<file path="src/verilog/sp_pkg.sv">
package sp_pkg;

   // Data bus of the service processor.
   typedef logic [31:0] addr_t;
   typedef logic [31:0] data_t;

   // Sel bit 3 selects byte lane 0, which is data bits 31..24.
   typedef logic [3:0] sel_t;

   // External 8-bit bus.
   typedef logic [7:0] byte_t;
   typedef logic [23:0] ext_addr_t;

   // One RGB LED colour.
   typedef logic [23:0] rgb_t;

   // Top address byte of the bridge region.
   localparam logic [7:0] EXT_REGION = 8'h80;

   // Top address byte of the register block.
   localparam logic [7:0] MMIO_REGION = 8'hff;

endpackage
</file>
<file path="src/verilog/sp_mmio.sv">
`timescale 1ns/1ps

module sp_mmio import sp_pkg::*; (
   input  logic       clk,
   input  logic       rst_n_i,
   input  logic [7:0] adr_i,
   input  logic       stb_i,
   input  logic       we_i,
   input  sel_t       sel_i,
   input  data_t      dat_i,
   input  logic [2:0] drive_activity_i,
   output logic       ack_o,
   output data_t      dat_o,
   output logic       led_green_o,
   output logic       led_red_o,
   output logic [4:0] sw_reset_o,
   output rgb_t       led1_rgb_o,
   output rgb_t       led2_rgb_o,
   output rgb_t       led3_rgb_o,
   output rgb_t       led4_rgb_o
);

   localparam logic [7:0] OFS_LED = 8'h00;
   localparam logic [7:0] OFS_RESET = 8'h04;
   localparam logic [7:0] OFS_RGB1 = 8'h08;
   localparam logic [7:0] OFS_RGB2 = 8'h0c;
   localparam logic [7:0] OFS_RGB3 = 8'h10;
   localparam logic [7:0] OFS_RGB4 = 8'h14;
   localparam logic [7:0] OFS_STATUS = 8'h18;

   logic       access;
   logic       wr_en;
   logic [2:0] activity_meta;
   logic [2:0] activity_sync;
   data_t      rd_data;
   data_t      wr_data;

   assign access = stb_i && !ack_o;
   assign wr_en = access && we_i;

   // Current contents of the addressed register.
   always_comb begin
      rd_data = '0;
      case (adr_i)
         OFS_LED: rd_data[1:0] = {led_red_o, led_green_o};
         OFS_RESET: rd_data[4:0] = sw_reset_o;
         OFS_RGB1: rd_data[23:0] = led1_rgb_o;
         OFS_RGB2: rd_data[23:0] = led2_rgb_o;
         OFS_RGB3: rd_data[23:0] = led3_rgb_o;
         OFS_RGB4: rd_data[23:0] = led4_rgb_o;
         OFS_STATUS: rd_data[2:0] = activity_sync;
         default: rd_data = '0;
      endcase
   end

   // Lanes without a select keep the register's value.
   always_comb begin
      wr_data = rd_data;
      for (int i = 0; i < 4; i++) begin
         if (sel_i[i]) begin
            wr_data[8*i +: 8] = dat_i[8*i +: 8];
         end
      end
   end

   always_ff @(posedge clk) begin
      if (!rst_n_i) begin
         ack_o <= 1'b0;
      end else begin
         ack_o <= access;
      end
   end

   always_ff @(posedge clk) begin
      if (access) begin
         dat_o <= rd_data;
      end
   end

   always_ff @(posedge clk) begin
      if (!rst_n_i) begin
         led_green_o <= 1'b0;
         led_red_o <= 1'b0;
         sw_reset_o <= '0;
         led1_rgb_o <= '0;
         led2_rgb_o <= '0;
         led3_rgb_o <= '0;
         led4_rgb_o <= '0;
      end else if (wr_en) begin
         case (adr_i)
            OFS_LED: begin
               led_green_o <= wr_data[0];
               led_red_o <= wr_data[1];
            end
            OFS_RESET: sw_reset_o <= wr_data[4:0];
            OFS_RGB1: led1_rgb_o <= wr_data[23:0];
            OFS_RGB2: led2_rgb_o <= wr_data[23:0];
            OFS_RGB3: led3_rgb_o <= wr_data[23:0];
            OFS_RGB4: led4_rgb_o <= wr_data[23:0];
            default: ;
         endcase
      end
   end

   // Drive activity comes from another clock domain.
   always_ff @(posedge clk) begin
      if (!rst_n_i) begin
         activity_meta <= '0;
         activity_sync <= '0;
      end else begin
         activity_meta <= drive_activity_i;
         activity_sync <= activity_meta;
      end
   end

endmodule

</file>
<file path="config.mk">
export PLATFORM = sky130hd
export DESIGN_NAME = sp_mmio
export DESIGN_NICKNAME = d
export VERILOG_FILES = /design/src/verilog/sp_pkg.sv /design/src/verilog/sp_mmio.sv
export SDC_FILE = /design/constraint.sdc
export NUM_CORES = 1
export LEC_CHECK = 0
export BUFFER_PORTS_ARGS = -buffer_cell sky130_fd_sc_hd__clkbuf_2
export CELL_PAD_IN_SITES_DETAIL_PLACEMENT = 0
export CELL_PAD_IN_SITES_GLOBAL_PLACEMENT = 2
export CORE_ASPECT_RATIO = 1.25
export CORE_UTILIZATION = 28
export CTS_CLUSTER_DIAMETER = 30
export DETAILED_ROUTE_END_ITERATION = 10
export HOLD_SLACK_MARGIN = 0.06
export PLACE_DENSITY = 0.72
export SYNTH_ARGS = -nofsm -noshare
export SYNTH_HDL_FRONTEND = slang
export SYNTH_SLANG_ARGS = --single-unit
</file>
<file path="constraint.sdc">
create_clock -name clk -period 2 [get_ports clk]
set_clock_uncertainty 0.2 [all_clocks]
set_input_delay 0.1 -clock clk [delete_from_list [all_inputs] [get_ports clk]]
set_output_delay 0.1 -clock clk [all_outputs]
set_load 0.005 [all_outputs]
</file>
==> results of run 1 <==
kinds of logic (layout without fill, tap and decap cells):
kind of cell / Yosys count / after routing
other: 1 / 8
AO/OA/AOI/OAI: 188 / 188
flip-flops: 134 / 134
buffers and inverters: 70 / 288
AND/OR/NAND/NOR: 176 / 176
multiplexers: 48 / 48
cell type report:
| type | instances | area (sq um) |
|---|---|---|
| Tap cell | 279 | 349 |
| Sequential cell | 134 | 2920 |
| Timing Repair Buffer | 252 | 1760 |
| Clock inverter | 9 | 126 |
| Multi-Input combinational cell | 420 | 3060 |
| Fill cell | 2160 | 13100 |
| Inverter | 4 | 16.3 |
| Clock buffer | 23 | 468 |
worst max-delay path, cell delays in order:
cell                            delay, ns
sky130_fd_sc_hd__clkbuf_2            0.10
sky130_fd_sc_hd__dlygate4sd3_1       0.54
sky130_fd_sc_hd__or3_1               0.37
sky130_fd_sc_hd__buf_4               0.15
sky130_fd_sc_hd__dlygate4sd3_1       0.55
sky130_fd_sc_hd__a31oi_1             0.16
state kept, by name (all words and copies together), names as in the netlist:
name	count
led1_rgb_o	24
led2_rgb_o	24
led_green_o	1
led4_rgb_o	24
sw_reset_o	5
activity_sync	3
led_red_o	1
activity_meta	3
dat_o	24
ack_o	1
led3_rgb_o	24
where the power goes:
part           internal [W]  leakage, nW  switching [W]
logic              0.000204         2.00       0.000296
registers           0.00278         1.13      0.0000110
clock network       0.00202        0.291        0.00117
worst max path at each step:
stage                  start             end  cells past startpoint
4_1_cts             adr_i[7]   led1_rgb_o[1]                      8
2_1_floorplan          ack_o  led3_rgb_o[17]                      6
6_report            adr_i[7]        dat_o[4]                      6
3_5_place_dp        adr_i[2]   led2_rgb_o[8]                      6
3_3_place_gp        adr_i[2]   led2_rgb_o[5]                      6
5_1_grt        led3_rgb_o[1]       led_red_o                      6
stage by stage:
step / cells / utilization / setup TNS, ns
floorplan: 624 / - / 0
global placement: 1053 / 0.355 / -0.00874
detailed placement: 1053 / 0.355 / -1.35
CTS: 1121 / 0.399 / 0
global route: 1121 / 0.400 / 0
finish: 1121 / 0.400 / 0
placed cells by master, fill, tap and decap left out, drive strengths merged, types with 4 or more instances in the layout:
cell type,instances
and2,7
dfxtp,110
dlygate4sd3,36
nor3,21
mux2i,22
nor2,87
a211oi,65
edfxtp,24
o22ai,6
o21ai,32
and3,9
clkbuf,191
nand3,8
conb,8
a22oi,4
nand2,22
mux2,25
a21oi,32
a31oi,20
buf,48
a2bb2oi,19
clkinv,7
routing by layer:
layer	track usage	wire (um)
met3	0.0364	1070
met2	0.332	11000
met1	0.238	9380
met5	0	0
met4	0.0841	455
what timing repair did:
action / 4_1_cts / 5_1_grt
setup endpoints to repair: 0 / 9
hold buffers: 36 / 0
endpoints found under the hold margin: 134 / 0
gates resized for setup: 0 / 5
==> load_flow_metrics.sql, run 1 <==
INSERT INTO impl_metrics (metric_group, metric, value, unit) VALUES
('run_status', 'outcome', 'complete, no violations', ''),
('die', 'dieWidth', '136', 'um'),
('min_path', 'hold_path.class', 'primary input to flop', ''),
('critical_path', 'r2r_cells', '6', ''),
('critical_path', 'regToRegEndpoint', 'led3_rgb_o[1]', ''),
('critical_path', 'path_class', 'primary input to flop', ''),
('sta', 'slew_headroom', '0.510', ''),
('power', 'power.leakage', '3.42', 'nW'),
('critical_path', 'crit_path_end_kind', 'flop', ''),
('yosys', 'synth_top_family_by_area', 'compound AO/OA/AOI/OAI gates', ''),
('clock_network', 'cts_inserted_buffers', '17', ''),
('route', 'drt-vias-per-instance', '5.07', ''),
('die', 'design.portCount', '187', ''),
('yosys', 'synth_top_cell_area_share', '0.351', ''),
('run', 'cap_violations', '0', ''),
('sta', 'final_cycle_share', '0.959', ''),
('global_routing', 'via_count_of_the_first_global_routing_pass', '5813', ''),
('route', '1st_iter_drt_viols', '287', ''),
('critical_path', 'worst_ep_required_time', '2.06', 'ns'),
('yosys', 'yosys.cell_count.top_type', 'sky130_fd_sc_hd__dfxtp_1', ''),
('clock_network', 'ctsHtreeMaxLevel', '4', ''),
('power', 'finalPower', '0.00648', 'W'),
('route', 'detail_route.wirelength', '21900', 'um'),
('yosys', 'synth.distinct_cells', '54', ''),
('yosys', 'synth_xor_area_frac', '0', ''),
('layout', 'post_route_cells_drive_above_1_share', '0.425', ''),
('critical_path', 'cp_max_fo', '3', ''),
('placed_design', 'weighted_congestion_reported_at_the_end_of_routability_driven_placement', '0.839', ''),
('sta', 'timing_max_transition_violations_final', '0', ''),
('clock_network', 'clkSinkCount', '134', ''),
('die', 'coreArea', '21800', 'sq um'),
('yosys', 'postSynthCellCount', '617', ''),
('critical_path', 'critical_path_arrival', '1.97', 'ns'),
('die', 'start_util', '0.288', ''),
('layout', 'flow.area_growth_from_synthesis', '38.6', '%'),
('power', 'power_density', '744', 'nW/um^2'),
('yosys', 'leading_post_synthesis_cells_by_cell_area', 'sky130_fd_sc_hd__dfxtp_1 (35%), sky130_fd_sc_hd__edfxtp_1 (11%), sky130_fd_sc_hd__a211oi_2 (11%)', ''),
('clock_network', 'clkTransAtPathRegs', '0.06', 'ns'),
('route', 'drt-pass1-iter-count', '5', ''),
('yosys', 'avgSynthCellArea', '10.2', 'sq um'),
('die', 'fp-row-count', '60', ''),
('placed_design', 'place.detailed.hpwl', '14900', 'um'),
('min_path', 'timing.hold.worst_endpoint', 'led1_rgb_o[14]', ''),
('route', 'routed_wire_length_per_instance', '19.6', 'um'),
('power', 'max-vdd-ir-drop', '0.572', 'mV'),
('critical_path', 'crit_path_launch_type', 'primary input', ''),
('yosys', 'synth_area', '6280', 'sq um'),
('placed_design', 'numPortBuffers', '169', ''),
('global_routing', 'grt_start_max_net_pins', '45', ''),
('die', 'die-area', '23000', 'sq um'),
('yosys', 'synth_mux_area_frac', '0.0841', ''),
('route', 'number_of_nets_with_antenna_violations_after_detailed_routing', '0', ''),
('clock_network', 'clock_tree.buffer_depth', '2', ''),
('route', 'num_vias', '5680', ''),
('layout', 'n_antenna_cell', '0', ''),
('yosys', 'postSynth.asyncResetShare', '0', ''),
('yosys', 'synth_compound_area_frac', '0.254', ''),
('clock_network', 'clock_latency', '0.42', 'ns'),
('yosys', 'synth_commonest_cells', 'sky130_fd_sc_hd__dfxtp_1 (110), sky130_fd_sc_hd__nor2_1 (87), sky130_fd_sc_hd__a211oi_2 (54), sky130_fd_sc_hd__a21oi_1 (32), sky130_fd_sc_hd__o21ai_0 (31)', ''),
('yosys', 'synthSimpleGateAreaFrac', '0.139', ''),
('sta', 'post-route-min-period', '1.92', 'ns'),
('placed_design', 'place_ws', '-0.0803', 'ns'),
('min_path', 'hold_path_depth', '4', ''),
('sta', 'worst_hold_check_slack', '0.0754', 'ns'),
('yosys', 'count_of_synthesis_stage_warnings_from_yosys', '0', ''),
('global_routing', 'wire_length_of_the_first_global_routing_pass', '33400', 'um'),
('clock_network', 'tritoncts', 'done', ''),
('yosys', 'synthDominantAreaCellType', 'sky130_fd_sc_hd__dfxtp_1', ''),
('min_path', 'hold_path.startpoint', 'sel_i[1]', ''),
('global_routing', 'grt_antenna_before_repair', '0', ''),
('yosys', 'synth_flop_cell', 'sky130_fd_sc_hd__dfxtp_1', '');
Power figures use the tool's default switching activity.
==> run 2: changes to the inputs <==
- ABC_AREA: unset -> 1
- CORE_UTILIZATION: 28 -> 26
- PLACE_DENSITY: 0.72 -> 0.73
==> load_flow_metrics.sql, run 2 <==
INSERT INTO impl_metrics (metric_group, metric, value, unit) VALUES
('run_status', 'outcome', 'complete, no violations', ''),
('yosys', 'synth_commonest_cells', 'sky130_fd_sc_hd__dfxtp_1 (110), sky130_fd_sc_hd__nand3_1 (103), sky130_fd_sc_hd__a21oi_1 (98), sky130_fd_sc_hd__nand2_1 (91), sky130_fd_sc_hd__o21ai_0 (80)', ''),
('route', 'drt-pass1-iter-count', '5', ''),
('critical_path', 'path_class', 'primary input to flop', ''),
('power', 'power.leakage', '3.83', 'nW'),
('yosys', 'synth_area', '5900', 'sq um'),
('critical_path', 'critical_path_arrival', '1.93', 'ns'),
('yosys', 'postSynth.asyncResetShare', '0', ''),
('route', 'num_vias', '5565', ''),
('sta', 'setup_total_negative_slack', '0', 'ns'),
('sta', 'timing_max_transition_violations_final', '0', ''),
('sta', 'slew_headroom', '0.597', ''),
('route', '1st_iter_drt_viols', '315', ''),
('sta', 'worst_hold_check_slack', '0.112', 'ns'),
('sta', 'clock.fmax', '561', 'MHz'),
('yosys', 'avgSynthCellArea', '8.14', 'sq um'),
('global_routing', 'grt-ovfl-total', '0', ''),
('sta', 'final_cycle_share', '0.891', ''),
('clock_network', 'clock_latency', '0.41', 'ns'),
('layout', 'most-common-layout-cells', 'sky130_fd_sc_hd__clkbuf_2 (168), sky130_fd_sc_hd__dfxtp_1 (110), sky130_fd_sc_hd__nand3_1 (103), sky130_fd_sc_hd__a21oi_1 (98), sky130_fd_sc_hd__nand2_1 (91)', ''),
('placed_design', 'place_ws', '0.185', 'ns'),
('die', 'start_util', '0.265', ''),
('global_routing', 'grt_antenna_before_repair', '0', ''),
('yosys', 'leading_post_synthesis_cells_by_cell_area', 'sky130_fd_sc_hd__dfxtp_1 (37%), sky130_fd_sc_hd__edfxtp_1 (12%), sky130_fd_sc_hd__nand3_1 (8.7%)', ''),
('yosys', 'synth-edff-count', '24', ''),
('die', 'die-area', '23300', 'sq um'),
('sta', 'final-hold-violation-count', '0', ''),
('clock_network', 'cts_root_buffer', 'sky130_fd_sc_hd__clkbuf_16', ''),
('yosys', 'ffs_latches_synth', '134', ''),
('sta', 'post-route-min-period', '1.78', 'ns'),
('clock_network', 'clock_tree.buffer_depth', '2', ''),
('yosys', 'synth_top_cell_area_share', '0.374', ''),
('yosys', 'synthDominantAreaCellType', 'sky130_fd_sc_hd__dfxtp_1', ''),
('route', 'number_of_nets_with_antenna_violations_after_detailed_routing', '0', ''),
('power', 'power_density', '761', 'nW/um^2'),
('min_path', 'hold_path.class', 'primary input to flop', ''),
('sta', 'worst_slack', '0.218', 'ns'),
('run', 'cap_violations', '0', ''),
('critical_path', 'cp_max_fo', '20', ''),
('route', 'met3WireLength', '849', 'um'),
('route', 'm1WireLength', '8710', 'um'),
('layout', 'layout_commonest_cell', 'sky130_fd_sc_hd__clkbuf_2', ''),
('route', 'routed_wire_length_per_instance', '16.2', 'um'),
('placed_design', 'place.detailed.hpwl', '13500', 'um'),
('yosys', 'yosysSeqAreaShare', '0.496', ''),
('global_routing', 'grt_util_all_layers', '0.177', ''),
('sta', 'setup_viol', '0', ''),
('layout', 'nNetsFinal', '973', ''),
('layout', 'post_route_cells_drive_above_1_share', '0.302', ''),
('sta', 'grt_setup_unrepaired', 'no', ''),
('route', 'detail_route.wirelength', '19700', 'um'),
('route', 'dr.max_layer_used', 'met4', ''),
('global_routing', 'wire_length_of_the_first_global_routing_pass', '30600', 'um'),
('placed_design', 'weighted_congestion_reported_at_the_end_of_routability_driven_placement', '0.699', ''),
('yosys', 'count_of_synthesis_stage_warnings_from_yosys', '0', ''),
('layout', 'flow.area_growth_from_synthesis', '35.5', '%'),
('layout', 'n_antenna_cell', '0', ''),
('critical_path', 'worst_ep_required_time', '2.14', 'ns'),
('clock_network', 'clkTransAtPathRegs', '0.06', 'ns'),
('global_routing', 'via_count_of_the_first_global_routing_pass', '5364', ''),
('yosys', 'synth_flop_cell', 'sky130_fd_sc_hd__dfxtp_1', ''),
('sta', 'timing_worst_slew_pin_value', '0.604', 'ns'),
('die', 'fp-row-count', '61', ''),
('die', 'die_h', '170', 'um'),
('power', 'max-vdd-ir-drop', '0.543', 'mV'),
('yosys', 'postSynthCellCount', '724', ''),
('route', 'drc', '0', ''),
('yosys', 'yosys.cell_count.top_type', 'sky130_fd_sc_hd__dfxtp_1', ''),
('clock_network', 'cts_inserted_buffers', '17', ''),
('clock_network', 'ctsHtreeMaxLevel', '4', ''),
('clock_network', 'clkSinkCount', '134', ''),
('critical_path', 'crit_path_end_kind', 'flop', ''),
('route', 'met2RoutedLength', '9870', 'um'),
('yosys', 'synth.distinct_cells', '25', ''),
('placed_design', 'numPortBuffers', '169', ''),
('power', 'finalPower', '0.00608', 'W'),
('clock_network', 'cts_resized', '0', ''),
('clock_network', 'tritoncts', 'done', ''),
('die', 'coreArea', '22200', 'sq um'),
('route', 'drt-vias-per-instance', '4.57', ''),
('global_routing', 'grt_start_max_net_pins', '111', ''),
('placed_design', 'placedInstanceArea', '7120', 'sq um'),
('die', 'dieWidth', '137', 'um'),
('critical_path', 'crit_path_launch_type', 'primary input', ''),
('die', 'design.portCount', '187', ''),
('layout', 'finalInstanceArea', '7990', 'sq um');
run 2: routing by layer:
metal / GRT usage / vias to the layer above
met4: 0.0551 / 0
met2: 0.299 / 152
li1: - / 2857
met1: 0.224 / 2541
met5: 0 / -
met3: 0.0352 / 15
run 2: worst paths after layout:
kind                    startpoint          endpoint  slack (ns)  cells after the start
setup reg to reg             ack_o     led2_rgb_o[7]        0.28                      7
hold / removal            sel_i[0]     led4_rgb_o[4]        0.11                      6
hold reg to reg   activity_meta[2]  activity_sync[2]        0.21                      2
setup / recovery             stb_i     led2_rgb_o[7]        0.22                     10
run 2: area by class of cell:
cell class | count | area [sq um]
clock buffers | 22 | 454
clock inverters | 10 | 82.6
fillers | 2330 | 14200
inverters | 44 | 165
multi-input cells | 490 | 2470
flip-flops and latches | 134 | 2920
well taps | 283 | 354
repair buffers | 235 | 1540
run 2: through the flow:
stage,cells,utilization
finish,1218,0.360
global route,1218,0.360
CTS,1218,0.360
detailed placement,1153,0.321
global placement,1153,0.321
floorplan,731,-
run 2: logic make-up after synthesis:
group,share of synthesized area
AOI/OAI and AO/OA,0.201
other,0.000636
and+or+nand+nor,0.207
DFF,0.496
buffers and inverters,0.0955
run 2: worst max-delay path: stages:
cell and delay [ns]:
sky130_fd_sc_hd__dlygate4sd3_1 0.54, sky130_fd_sc_hd__clkbuf_2 0.10, sky130_fd_sc_hd__inv_1 0.06, sky130_fd_sc_hd__nor2_4 0.18
sky130_fd_sc_hd__nand2_1 0.09, sky130_fd_sc_hd__buf_4 0.18, sky130_fd_sc_hd__nor2_4 0.12, sky130_fd_sc_hd__buf_4 0.28
sky130_fd_sc_hd__o21ai_0 0.13, sky130_fd_sc_hd__a21oi_1 0.14
run 2: timing repair:
action,4_1_cts,5_1_grt
hold buffers,33,0
buffers inserted,0,0
hold endpoints to repair,110,0
endpoints found under the setup margin,0,0
run 2: power breakdown:
part / switching, W / internal (W) / total (W)
combinational: 0.000237 / 0.000161 / 0.000398
clock: 0.00116 / 0.00173 / 0.00289
sequential: 0.0000105 / 0.00278 / 0.00279
