<file path="src/verilog/sp_pkg.sv">
package sp_pkg;

   // Data bus of the service processor.
   typedef logic [31:0] addr_t;
   typedef logic [31:0] data_t;

   // Sel bit 3 selects byte lane 0, which is data bits 31..24.
   typedef logic [3:0] sel_t;

   // External 8-bit bus.
   typedef logic [7:0] byte_t;
   typedef logic [23:0] ext_addr_t;

   // One RGB LED colour.
   typedef logic [23:0] rgb_t;

   // Top address byte of the bridge region.
   localparam logic [7:0] EXT_REGION = 8'h80;

   // Top address byte of the register block.
   localparam logic [7:0] MMIO_REGION = 8'hff;

endpackage
</file>
<file path="src/verilog/sp_byte_bridge.sv">
`timescale 1ns/1ps

module sp_byte_bridge import sp_pkg::*; (
   input  logic        clk,
   input  logic        rst_n_i,
   input  logic [21:0] adr_i,
   input  logic        stb_i,
   input  logic        cyc_i,
   input  logic        we_i,
   input  sel_t        sel_i,
   input  data_t       dat_i,
   input  byte_t       ext_dat_i,
   input  logic        ext_ack_i,
   output logic        ack_o,
   output data_t       dat_o,
   output ext_addr_t   ext_adr_o,
   output byte_t       ext_dat_o,
   output logic        ext_we_o,
   output logic        ext_sel_o,
   output logic        ext_stb_o,
   output logic        ext_cyc_o
);

   logic [1:0] subaddr;
   logic [1:0] lane;
   logic       active;
   logic       byte_done;
   data_t      shift_q;

   // Byte transfers run until the word ack goes out.
   assign active = cyc_i && stb_i && !ack_o;
   assign byte_done = active && ext_ack_i;

   // Sub-address 0 is the top byte, selected by sel bit 3.
   assign lane = ~subaddr;

   assign ext_cyc_o = cyc_i;
   assign ext_stb_o = active;
   assign ext_we_o = we_i;
   assign ext_adr_o = {adr_i, subaddr};
   assign ext_sel_o = sel_i[lane];
   assign ext_dat_o = dat_i[{lane, 3'b000} +: 8];

   assign dat_o = shift_q;

   // The counter steps on each byte ack.
   // Ack follows the fourth byte, then everything clears.
   always_ff @(posedge clk) begin
      if (!rst_n_i || !cyc_i || !stb_i || ack_o) begin
         subaddr <= 2'b00;
         ack_o <= 1'b0;
      end else if (ext_ack_i) begin
         subaddr <= subaddr + 2'd1;
         if (subaddr == 2'b11) begin
            ack_o <= 1'b1;
         end
      end
   end

   // Bytes enter at the bottom, so the first one ends up in bits 31..24.
   always_ff @(posedge clk) begin
      if (byte_done) begin
         shift_q <= {shift_q[23:0], ext_dat_i};
      end
   end

endmodule

</file>
<file path="config.mk">
export PLATFORM = sky130hd
export DESIGN_NAME = sp_byte_bridge
export DESIGN_NICKNAME = d
export VERILOG_FILES = /design/src/verilog/sp_pkg.sv /design/src/verilog/sp_byte_bridge.sv
export SDC_FILE = /design/constraint.sdc
export NUM_CORES = 1
export LEC_CHECK = 0
export ABC_AREA = 1
export ABC_CLOCK_PERIOD_IN_PS = 4600
export BUFFER_PORTS_ARGS = -buffer_cell sky130_fd_sc_hd__buf_2
export CAP_MARGIN = 40
export CORE_MARGIN = 2
export CORE_UTILIZATION = 42
export CTS_CLUSTER_DIAMETER = 200
export DETAILED_ROUTE_END_ITERATION = 16
export MAX_ROUTING_LAYER = met4
export PLACE_DENSITY = 0.84
export SLEW_MARGIN = 10
export SYNTH_ARGS = -nofsm -noshare
export SYNTH_HDL_FRONTEND = slang
export SYNTH_SLANG_ARGS = --single-unit
</file>
<file path="constraint.sdc">
create_clock -name clk -period 4.6 [get_ports clk]
set_clock_uncertainty 0.1 [all_clocks]
set_input_delay 0.23 -clock clk [delete_from_list [all_inputs] [get_ports clk]]
set_output_delay 0.23 -clock clk [all_outputs]
set_load 0.1 [all_outputs]
</file>
==> results.yml, run 1 <==
status:
  status: "completed"
worst_setup_path:
  r2r.worst_path.cells: 5
  critPathCaptureType: "output pin"
  crit_cells: 5
  critical_path_max_stage_delay_ps: 780
  required_time_worst_endpoint_ps: 4270
  critical_path.max_fanout: 22
  criticalPathCategory: "flip-flop to output pin"
  critical-path-slowest-cell: "dfxtp_1"
  cp.arrival_ps: 2110
  critical_path_buffers_and_inverters: 2
  cp_top_family: "flip-flops"
  startpoint_class: "flip-flop"
  cell_with_the_most_instances_on_the_worst_path: "nand2_1"
  timing.critical_path.cells: "inv_2 -> nand2_1 -> nand3_1 -> nand2_1 -> buf_2"
die:
  dieWidth_um: 68.2
  core_area_um2: 3970
  start_util_pct: 43.5
  ios: 141
  placement_rows: 23
  design.die.area_um2: 4650
  floorplan.die.height_um: 68.2
sta:
  finalMaxSlewViolations: 0
  timing.max_slew.rel_slack_pct: 52.4
  setup-violations-final: 0
  maxClockFrequency_ghz: 0.410
  grt_setup_unrepaired: "no"
  final_min_period_over_clock_period_pct: 53.0
  holdWs_ps: 27.5
  final.setup.worst_slack_ps: 2160
  finalHoldViolCount: 0
  fin_crit_ps: 2440
  setup_tns_ps: 0
  worst_slew_pin_slew_ps: 714
power_and_ir_drop:
  internal_power_w: 0.000485
  power.static_leakage_nw: 1.13
  comb_power_share_pct: 21.7
  vdd_drop_max_uv: 210
  clkPwrFrac_pct: 27.3
  switching_power_w: 0.000215
  post-layout-total-power_w: 0.000701
  switching_share_pct: 30.8
  power.density_nw_per_um2: 330
  pwr-share-seq_pct: 51.0
yosys:
  synthArstFlopShare_pct: 0
  synth_enable_flop_cells: 32
  netlist_top_cells_count: "nand2_1 (50), inv_1 (39), edfxtp_1 (32)"
  syn-instance-count: 182
  ys.warnings.count: 0
  synthFlopType: "edfxtp_1"
  top_area_cells_in_the_synthesized_netlist: "edfxtp_1 (56%), buf_4 (11%), nand2_1 (11%)"
  syn-num-nets: 255
  synthesis.area_per_instance_um2: 9.50
  seq_cells_post_synth: 35
  cell_area_after_synthesis_um2: 1730
  synthMostInstantiatedCell: "nand2_1"
  post-synth-top-area-cell: "edfxtp_1"
  synth_largest_type_area_fraction_pct: 55.6
  yosys.cell_types.count: 14
  seq_area_frac_synth_pct: 59.0
worst_hold_path:
  worst_hold_depth: 1
  worstHoldPathType: "input pin to flip-flop"
global_route:
  first_pass_grt_wire_length_mm: 5.30
  grt_max_degree: 33
  grt.overflow.total: 0
  number_of_antenna_violations_at_the_first_check_in_global_routing: 0
  grt_use_total_pct: 16.0
  number_of_global_route_vias_before_repair: 1247
detailed_routing:
  detailedRoute.firstPassIterationCount: 4
  number_of_drc_violations_after_detailed_routing: 0
  avgViaCountPerCell: 4.46
  wl_per_cell_um: 11.3
  drt_iter0_drc: 50
  finalWirelength_mm: 3.43
  route.vias.total: 1359
  antenna_violating_nets_post_route: 0
clock_network:
  cts-hold-fix-buffers: 0
  post_cts_resized: 0
  htree_levels: 2
  tritoncts.num_buffers: 5
  clock_sinks: 35
  clk_path_buf_depth: 2
  clock_tree.root_cell: "clkbuf_8"
  clk-insertion-delay-late_ps: 270
  tritoncts: "yes"
  clk_transition_reported_paths_ps: 60
  cts_setup_buffers: 0
placement:
  placed_cell_area_um2: 2050
  finalWeightedCongestion: 0.803
  dp_slack_ps: 2480
  hpwl_mm: 2.67
  placement.io_buffers: 94
cells_and_area:
  antenna_cells: 0
  drive_above_1_share_pct: 40.4
  flow.area_growth_from_synthesis_pct: 22.7
  final_nets: 329
  fin_area_um2: 2120
flow_run:
  max_cap_violations: 0
-- layout by cell type (no fill, tap or decap) --
master,netlist,final
nand4_1,1,1
a21oi_1,1,1
nand2_1,50,50
dfxtp_1,3,3
ha_1,1,1
edfxtp_1,32,32
clkbuf_8,0,5
nand3_1,18,18
buf_4,25,1
inv_1,39,39
nor2_1,6,6
inv_2,2,2
buf_2,0,94
nor3_2,0,1
clkbuf_1,0,1
-- per-stage QoR --
stage	instances	util [%]
6_report	305	53.4
5_1_grt	305	53.4
4_1_cts	305	53.4
3_5_place_dp	299	51.6
3_3_place_gp	299	51.6
2_1_floorplan	182	-
-- power groups by stage --
stage	sequential (W)	clock, W	combinational (W)
2_1_floorplan	0.000407	0	0.000169
3_3_place_gp	0.000364	0	0.000150
3_5_place_dp	0.000364	0	0.000152
4_1_cts	0.000357	0.000201	0.000152
5_1_grt	0.000358	0.000216	0.000160
6_report	0.000357	0.000191	0.000152
-- sequential cells by signal (all words and copies together) (netlist names) --
register / flops
subaddr: 2
ack_o: 1
dat_o: 32
-- cell type report --
cell class              count  area, um^2
repair buffers             95         478
fillers                   371        1850
multi-input cells          78         334
clock buffers               6        72.6
flip-flops and latches     35        1020
well taps                  50        62.6
inverters                  41         154
-- metal layers --
metal / track usage, % / wire, um / vias to the layer above
met3: 6.41 / 282 / 6
met2: 26.3 / 1760 / 61
li1: - / - / 678
met5: - / 0 / -
met1: 17.8 / 1360 / 614
met4: 5.25 / 35 / 0
-- kinds of logic after synthesis --
family	after synthesis	share of synthesized area, %
buffers and inverters	69	21.9
AO/OA/AOI/OAI	1	0.289
adder cells (fa/ha/maj)	1	0.723
AND/OR/NAND/NOR	76	18.0
flip-flops	35	59.0
-- path summary, 6_finish.rpt --
path,from,endpoint,slack (ps)
max,subaddr[0]$_SDFFE_PP0P_,ext_dat_o[4],2160
min,ext_dat_i[1],dat_o[1]$_DFFE_PP_,30
max reg2reg,subaddr[0]$_SDFFE_PP0P_,subaddr[1]$_SDFFE_PP0P_,3040
min reg2reg,dat_o[12]$_DFFE_PP_,dat_o[20]$_DFFE_PP_,340
Power figures use the tool's default switching activity.
==> run 2: changes to the inputs <==
--- a/config.mk
+++ b/config.mk
@@ -6,15 +6,15 @@
 export NUM_CORES = 1
 export LEC_CHECK = 0
 export ABC_AREA = 1
-export ABC_CLOCK_PERIOD_IN_PS = 4600
+export ABC_CLOCK_PERIOD_IN_PS = 2540
 export BUFFER_PORTS_ARGS = -buffer_cell sky130_fd_sc_hd__buf_2
 export CAP_MARGIN = 40
 export CORE_MARGIN = 2
-export CORE_UTILIZATION = 42
+export CORE_UTILIZATION = 39
 export CTS_CLUSTER_DIAMETER = 200
 export DETAILED_ROUTE_END_ITERATION = 16
 export MAX_ROUTING_LAYER = met4
-export PLACE_DENSITY = 0.84
+export PLACE_DENSITY = 0.78
 export SLEW_MARGIN = 10
 export SYNTH_ARGS = -nofsm -noshare
 export SYNTH_HDL_FRONTEND = slang
==> constraint.sdc (replaced) <==
create_clock -name clk -period 2.54 [get_ports clk]
set_clock_uncertainty 0.1 [all_clocks]
set_input_delay 0.127 -clock clk [delete_from_list [all_inputs] [get_ports clk]]
set_output_delay 0.127 -clock clk [all_outputs]
set_load 0.1 [all_outputs]
==> run 2 against run 1 <==
Compared with the run above: utilization down 1.9 points; via count up 2.0%; register-to-register slack got worse by 1900 ps; count of clock-buffer cells in the layout increased by 1; combinational power rose by 89%; first-iteration DRC count is 110% higher; clock power rose by 95%.
==> results.yml, run 2 (same netlist as run 1, synthesis figures left out) <==
worst_hold_path:
  worst_hold_depth: 4
  hold_start: "ext_ack_i"
  worstHoldPathType: "input pin to flip-flop"
  hold_end: "subaddr[0]$_SDFFE_PP0P_"
worst_setup_path:
  r2r.worst_path.cells: 2
  critical-path-slowest-cell: "buf_2"
  critical_path_buffers_and_inverters: 3
  critical_path.max_fanout: 22
  r2r_setup_slack_ps: 1160
  critPathCaptureType: "output pin"
  criticalPathCategory: "flip-flop to output pin"
  required_time_worst_endpoint_ps: 2310
  critical_path.reg2reg.startpoint: "ack_o$_SDFFE_PP0P_"
  cp.arrival_ps: 1660
  critical_path_max_stage_delay_ps: 420
  r2r-end: "dat_o[14]$_DFFE_PP_"
  timing.critical_path.cells: "buf_4 -> inv_2 -> nand2_1 -> nand3_1 -> nand2_1 -> buf_2"
  cell_with_the_most_instances_on_the_worst_path: "nand2_1"
  startpoint_class: "flip-flop"
  cp_top_family: "buffers and inverters"
cells_and_area:
  final_nets: 338
  flip_flop_count_of_the_largest_register_after_layout: 32
  flow.area_growth_from_synthesis_pct: 28.8
  number_of_inserted_filler_cells_in_the_final_layout: 418
  drive_above_1_share_pct: 39.5
  most-common-layout-cells: "buf_2 (94), nand2_1 (50), inv_1 (39), edfxtp_1 (32), nand3_1 (18)"
  layout.cells.most_common: "buf_2"
  antenna_cells: 0
power_and_ir_drop:
  switching_power_w: 0.000409
  post-layout-total-power_w: 0.00131
  power.density_nw_per_um2: 586
  clkPwrFrac_pct: 28.6
  internal_power_w: 0.000897
  switching_share_pct: 31.3
  power.static_leakage_nw: 1.17
  pwr-share-seq_pct: 49.4
  comb_power_share_pct: 22.0
  vdd_drop_max_uv: 298
global_route:
  number_of_global_route_vias_before_repair: 1277
  grt_max_degree: 33
  number_of_antenna_violations_at_the_first_check_in_global_routing: 0
  grt_use_total_pct: 14.5
  grt.overflow.total: 0
  first_pass_grt_wire_length_mm: 5.50
die:
  start_util_pct: 40.0
  design.die.area_um2: 4980
  dieWidth_um: 70.6
  ios: 141
  placement_rows: 24
  core_area_um2: 4320
  floorplan.die.height_um: 70.6
sta:
  fin_crit_ps: 1890
  setup-violations-final: 0
  grt_setup_unrepaired: "no"
  worst_slew_pin_slew_ps: 498
  final_min_period_over_clock_period_pct: 74.4
  finalMaxSlewViolations: 0
  setup_tns_ps: 0
  timing.max_slew.rel_slack_pct: 67.0
  maxClockFrequency_ghz: 0.529
  finalHoldViolCount: 0
clock_network:
  clock_sinks: 35
  htree_levels: 2
  cts_setup_buffers: 0
  tritoncts: "yes"
  tritoncts.num_buffers: 5
  cts-hold-fix-buffers: 8
  clk-insertion-delay-late_ps: 280
  clk_transition_reported_paths_ps: 60
  clk_path_buf_depth: 2
  clock_tree.root_cell: "clkbuf_8"
  post_cts_resized: 0
detailed_routing:
  number_of_drc_violations_after_detailed_routing: 0
  detailedRoute.firstPassIterationCount: 4
  antenna_violating_nets_post_route: 0
  drt_iter0_drc: 107
  finalWirelength_mm: 3.53
  route.vias.total: 1386
  wl_per_cell_um: 11.1
  avgViaCountPerCell: 4.36
status:
  status: "completed"
placement:
  finalWeightedCongestion: 0.940
  hpwl_mm: 2.62
  placement.io_buffers: 94
flow_run:
  max_cap_violations: 0
[run 2: changes by cell type in the layout (fill, tap and decap cells not counted)]
cell           previous run  this run
nor3_2                    1         0
nor3_4                    0         1
dlygate4sd3_1             0         8
clkinv_2                  0         1
buf_4                     1         2
clkbuf_1                  1         2
[run 2: metrics by stage]
step | hold slack (ps) | worst slack [ps] | util, % | std cells | area [um^2]
3_5_place_dp | 155 | 955 | 47.8 | 302 | 2070
6_report | 54.5 | 651 | 51.5 | 318 | 2230
4_1_cts | 45.9 | 645 | 51.5 | 318 | 2230
5_1_grt | 72.4 | 506 | 51.5 | 318 | 2230
2_1_floorplan | 126 | 161 | - | 182 | 1740
3_3_place_gp | 155 | 966 | 47.8 | 302 | 2070
[run 2: power by group through the flow]
stage | clock [W] | combinational (W) | sequential, W
floorplan | 0 | 0.000308 | 0.000736
global placement | 0 | 0.000277 | 0.000657
detailed placement | 0 | 0.000279 | 0.000658
CTS | 0.000385 | 0.000289 | 0.000645
global route | 0.000412 | 0.000304 | 0.000646
finish | 0.000373 | 0.000288 | 0.000645
[run 2: worst max path at each step]
stage | end | depth (start not counted) | slack, ps | from
floorplan | ext_dat_o[0] | 5 | 160 | subaddr[0]$_SDFFE_PP0P_
global route | ext_dat_o[7] | 6 | 510 | subaddr[0]$_SDFFE_PP0P_
finish | ext_dat_o[6] | 6 | 650 | subaddr[0]$_SDFFE_PP0P_
global placement | ext_dat_o[3] | 6 | 970 | subaddr[0]$_SDFFE_PP0P_
CTS | ext_dat_o[4] | 6 | 650 | subaddr[0]$_SDFFE_PP0P_
detailed placement | ext_dat_o[4] | 6 | 950 | subaddr[0]$_SDFFE_PP0P_
[run 2: layout make-up]
cell class,instances,area (um^2),area share (%)
Sequential cell,35,1020,45.8
Timing Repair Buffer,104,566,25.4
Multi-Input combinational cell,78,340,15.3
Inverter,41,154,6.91
Clock buffer,7,76.3,3.43
Tap cell,52,65.1,2.92
Clock inverter,1,5.00,0.225
[run 2: worst register-to-register path: stages, from the launching register on]
cell     delay, ps
dfxtp_1        360
nor3_4         180
buf_4          380
[run 2: per-layer routing]
layer | routed length, um | global-route usage, % | part of all wire, %
met5 | 0 | - | 0
met4 | 58 | 5.87 | 1.6
met3 | 254 | 3.56 | 7.2
met2 | 1960 | 26.1 | 55
met1 | 1260 | 15.1 | 36
==> run 3: changes to the inputs <==
--- a/config.mk
+++ b/config.mk
@@ -6,15 +6,15 @@
 export NUM_CORES = 1
 export LEC_CHECK = 0
 export ABC_AREA = 1
-export ABC_CLOCK_PERIOD_IN_PS = 2540
+export ABC_CLOCK_PERIOD_IN_PS = 1550
 export BUFFER_PORTS_ARGS = -buffer_cell sky130_fd_sc_hd__buf_2
 export CAP_MARGIN = 40
 export CORE_MARGIN = 2
-export CORE_UTILIZATION = 39
+export CORE_UTILIZATION = 35
 export CTS_CLUSTER_DIAMETER = 200
 export DETAILED_ROUTE_END_ITERATION = 16
 export MAX_ROUTING_LAYER = met4
-export PLACE_DENSITY = 0.78
+export PLACE_DENSITY = 0.74
 export SLEW_MARGIN = 10
 export SYNTH_ARGS = -nofsm -noshare
 export SYNTH_HDL_FRONTEND = slang
==> constraint.sdc (replaced) <==
create_clock -name clk -period 1.55 [get_ports clk]
set_clock_uncertainty 0.1 [all_clocks]
set_input_delay 0.0775 -clock clk [delete_from_list [all_inputs] [get_ports clk]]
set_output_delay 0.0775 -clock clk [all_outputs]
set_load 0.1 [all_outputs]
==> run 3 against run 2 <==
Compared with the run above: critical endpoint is now ext_dat_o[5]; worst setup slack worse by 540 ps; non-clock buffer count up 3; critical path type unchanged; critical path depth down 2; utilization up 1.2 points; final cell count up 5.7%; clock power up 60%; wire length up 5.7%; count of clock-buffer cells in the layout unchanged; register-to-register slack worse by 870 ps; flip-flop and latch count unchanged; final area up 12%.
==> results.yml, run 3 (same netlist as run 1, synthesis figures left out) <==
status:
  status: "completed"
sta:
  grt_setup_unrepaired: "no"
  setup-violations-final: 0
  fin_crit_ps: 1440
  maxClockFrequency_ghz: 0.694
  worst_slew_pin_slew_ps: 496
  finalHoldViolCount: 0
  final_min_period_over_clock_period_pct: 92.9
  holdWs_ps: 11.4
  finalMaxSlewViolations: 0
  timing.max_slew.rel_slack_pct: 67.1
cells_and_area:
  antenna_cells: 0
  final_nets: 341
  drive_above_1_share_pct: 45.0
  layout.cells.most_common: "buf_2"
  flip_flop_count_of_the_largest_register_after_layout: 32
  flow.area_growth_from_synthesis_pct: 44.8
  most-common-layout-cells: "buf_2 (85), nand2_1 (41), inv_1 (39), edfxtp_1 (32), nand3_1 (18)"
  postLayoutCoreUtil_pct: 52.7
  number_of_inserted_filler_cells_in_the_final_layout: 462
clock_network:
  clock_tree.root_cell: "clkbuf_8"
  clock_sinks: 35
  clk-insertion-delay-late_ps: 270
  clk_path_buf_depth: 2
  clk_transition_reported_paths_ps: 60
  tritoncts.num_buffers: 5
  tritoncts: "yes"
  htree_levels: 2
global_route:
  grt.overflow.total: 0
  number_of_global_route_vias_before_repair: 1223
  grt_use_total_pct: 14.0
  number_of_antenna_violations_at_the_first_check_in_global_routing: 0
  first_pass_grt_wire_length_mm: 5.62
  grt_max_degree: 33
die:
  start_util_pct: 36.4
  design.die.area_um2: 5520
  dieWidth_um: 74.3
  ios: 141
  placement_rows: 25
  core_area_um2: 4750
  floorplan.die.height_um: 74.3
worst_setup_path:
  critical_path_buffers_and_inverters: 2
  critical_path.max_fanout: 12
  r2r_setup_slack_ps: 290
  critPathCaptureType: "output pin"
  cp_top_family: "flip-flops"
  cp.arrival_ps: 1260
  r2r.worst_path.cells: 6
  r2r-end: "subaddr[1]$_SDFFE_PP0P_"
  critical_path_max_stage_delay_ps: 400
  required_time_worst_endpoint_ps: 1370
  startpoint_class: "flip-flop"
  critical-path-slowest-cell: "dfxtp_4"
  timing.critical_path.cells: "inv_2 -> nand3_1 -> nand2_4 -> buf_12"
  critical_path.reg2reg.startpoint: "subaddr[0]$_SDFFE_PP0P_"
  criticalPathCategory: "flip-flop to output pin"
worst_hold_path:
  hold_end: "ack_o$_SDFFE_PP0P_"
  worstHoldPathType: "input pin to flip-flop"
  worst_hold_depth: 3
  hold_start: "ext_ack_i"
detailed_routing:
  antenna_violating_nets_post_route: 0
  detailedRoute.firstPassIterationCount: 4
  avgViaCountPerCell: 4.12
  route.vias.total: 1385
  finalWirelength_mm: 3.73
  drt_iter0_drc: 52
  wl_per_cell_um: 11.1
  number_of_drc_violations_after_detailed_routing: 0
power_and_ir_drop:
  power.density_nw_per_um2: 882
  power.static_leakage_nw: 1.25
  vdd_drop_max_uv: 986
placement:
  finalWeightedCongestion: 0.781
  hpwl_mm: 2.77
  placement.io_buffers: 94
flow_run:
  max_cap_violations: 0
==> run 3: changes by cell type in the layout (fill, tap and decap cells not counted), sizes merged <==
| cell | delta |
|---|---|
| buf | +3 |
==> run 3: timing repair <==
item	4_1_cts	5_1_grt
endpoints found under the setup margin	9	8
gates resized for setup	1	2
hold buffers	8	0
setup buffers	1	3
hold endpoints to repair	8	0
==> run 3: through the flow <==
stage	power [W]	instance area (um^2)	setup WS (ps)	cells	TNS, ps
after detailed placement	0.00162	2300	216	316	0
final	0.00221	2500	110	336	0
after CTS	0.00223	2470	21.0	333	0
after floorplan	0.00172	1820	-271	182	-8670
after global placement	0.00161	2300	250	316	0
after global routing	0.00231	2500	29.3	336	0
==> run 3: routing by layer <==
metal / GRT usage [%] / vias to the layer above / share of wire, %
met4: 3.97 / 0 / 0.56
met2: 24.2 / 46 / 53
met3: 3.12 / 2 / 5.4
li1: - / 706 / -
met1: 16.4 / 631 / 41
met5: - / - / 0
==> run 3: worst reg2reg max path, stage by stage, from the launching register on <==
cell	delay, ps
dfxtp_4	380
buf_6	150
ha_1	290
nand2_1	60
inv_1	30
nor2_1	90
nor2_1	40
==> run 3: how the worst max path moves through the flow <==
stage / startpoint / endpoint / cells after the start
floorplan: ack_o$_SDFFE_PP0P_ / dat_o[0]$_DFFE_PP_ / 1
global placement: subaddr[0]$_SDFFE_PP0P_ / ext_dat_o[5] / 5
detailed placement: subaddr[0]$_SDFFE_PP0P_ / ext_dat_o[6] / 5
CTS: subaddr[0]$_SDFFE_PP0P_ / ext_dat_o[7] / 5
global route: subaddr[0]$_SDFFE_PP0P_ / ext_dat_o[7] / 5
finish: subaddr[1]$_SDFFE_PP0P_ / ext_dat_o[5] / 4
==> run 3: area by class of cell <==
type | instances | area (um^2) | share of cell area, %
Multi-Input combinational cell | 78 | 410 | 16.4
Timing Repair Buffer | 107 | 739 | 29.5
Clock inverter | 1 | 5.00 | 0.200
Sequential cell | 35 | 1030 | 41.2
Tap cell | 67 | 83.8 | 3.35
Inverter | 41 | 156 | 6.25
Clock buffer | 7 | 76.3 | 3.05
==> run 3: report_power, final <==
part / total (W) / switching (W) / internal (W)
clock: 0.000597 / 0.000283 / 0.000315
sequential: 0.00105 / 0.0000105 / 0.00104
combinational: 0.000557 / 0.000384 / 0.000173
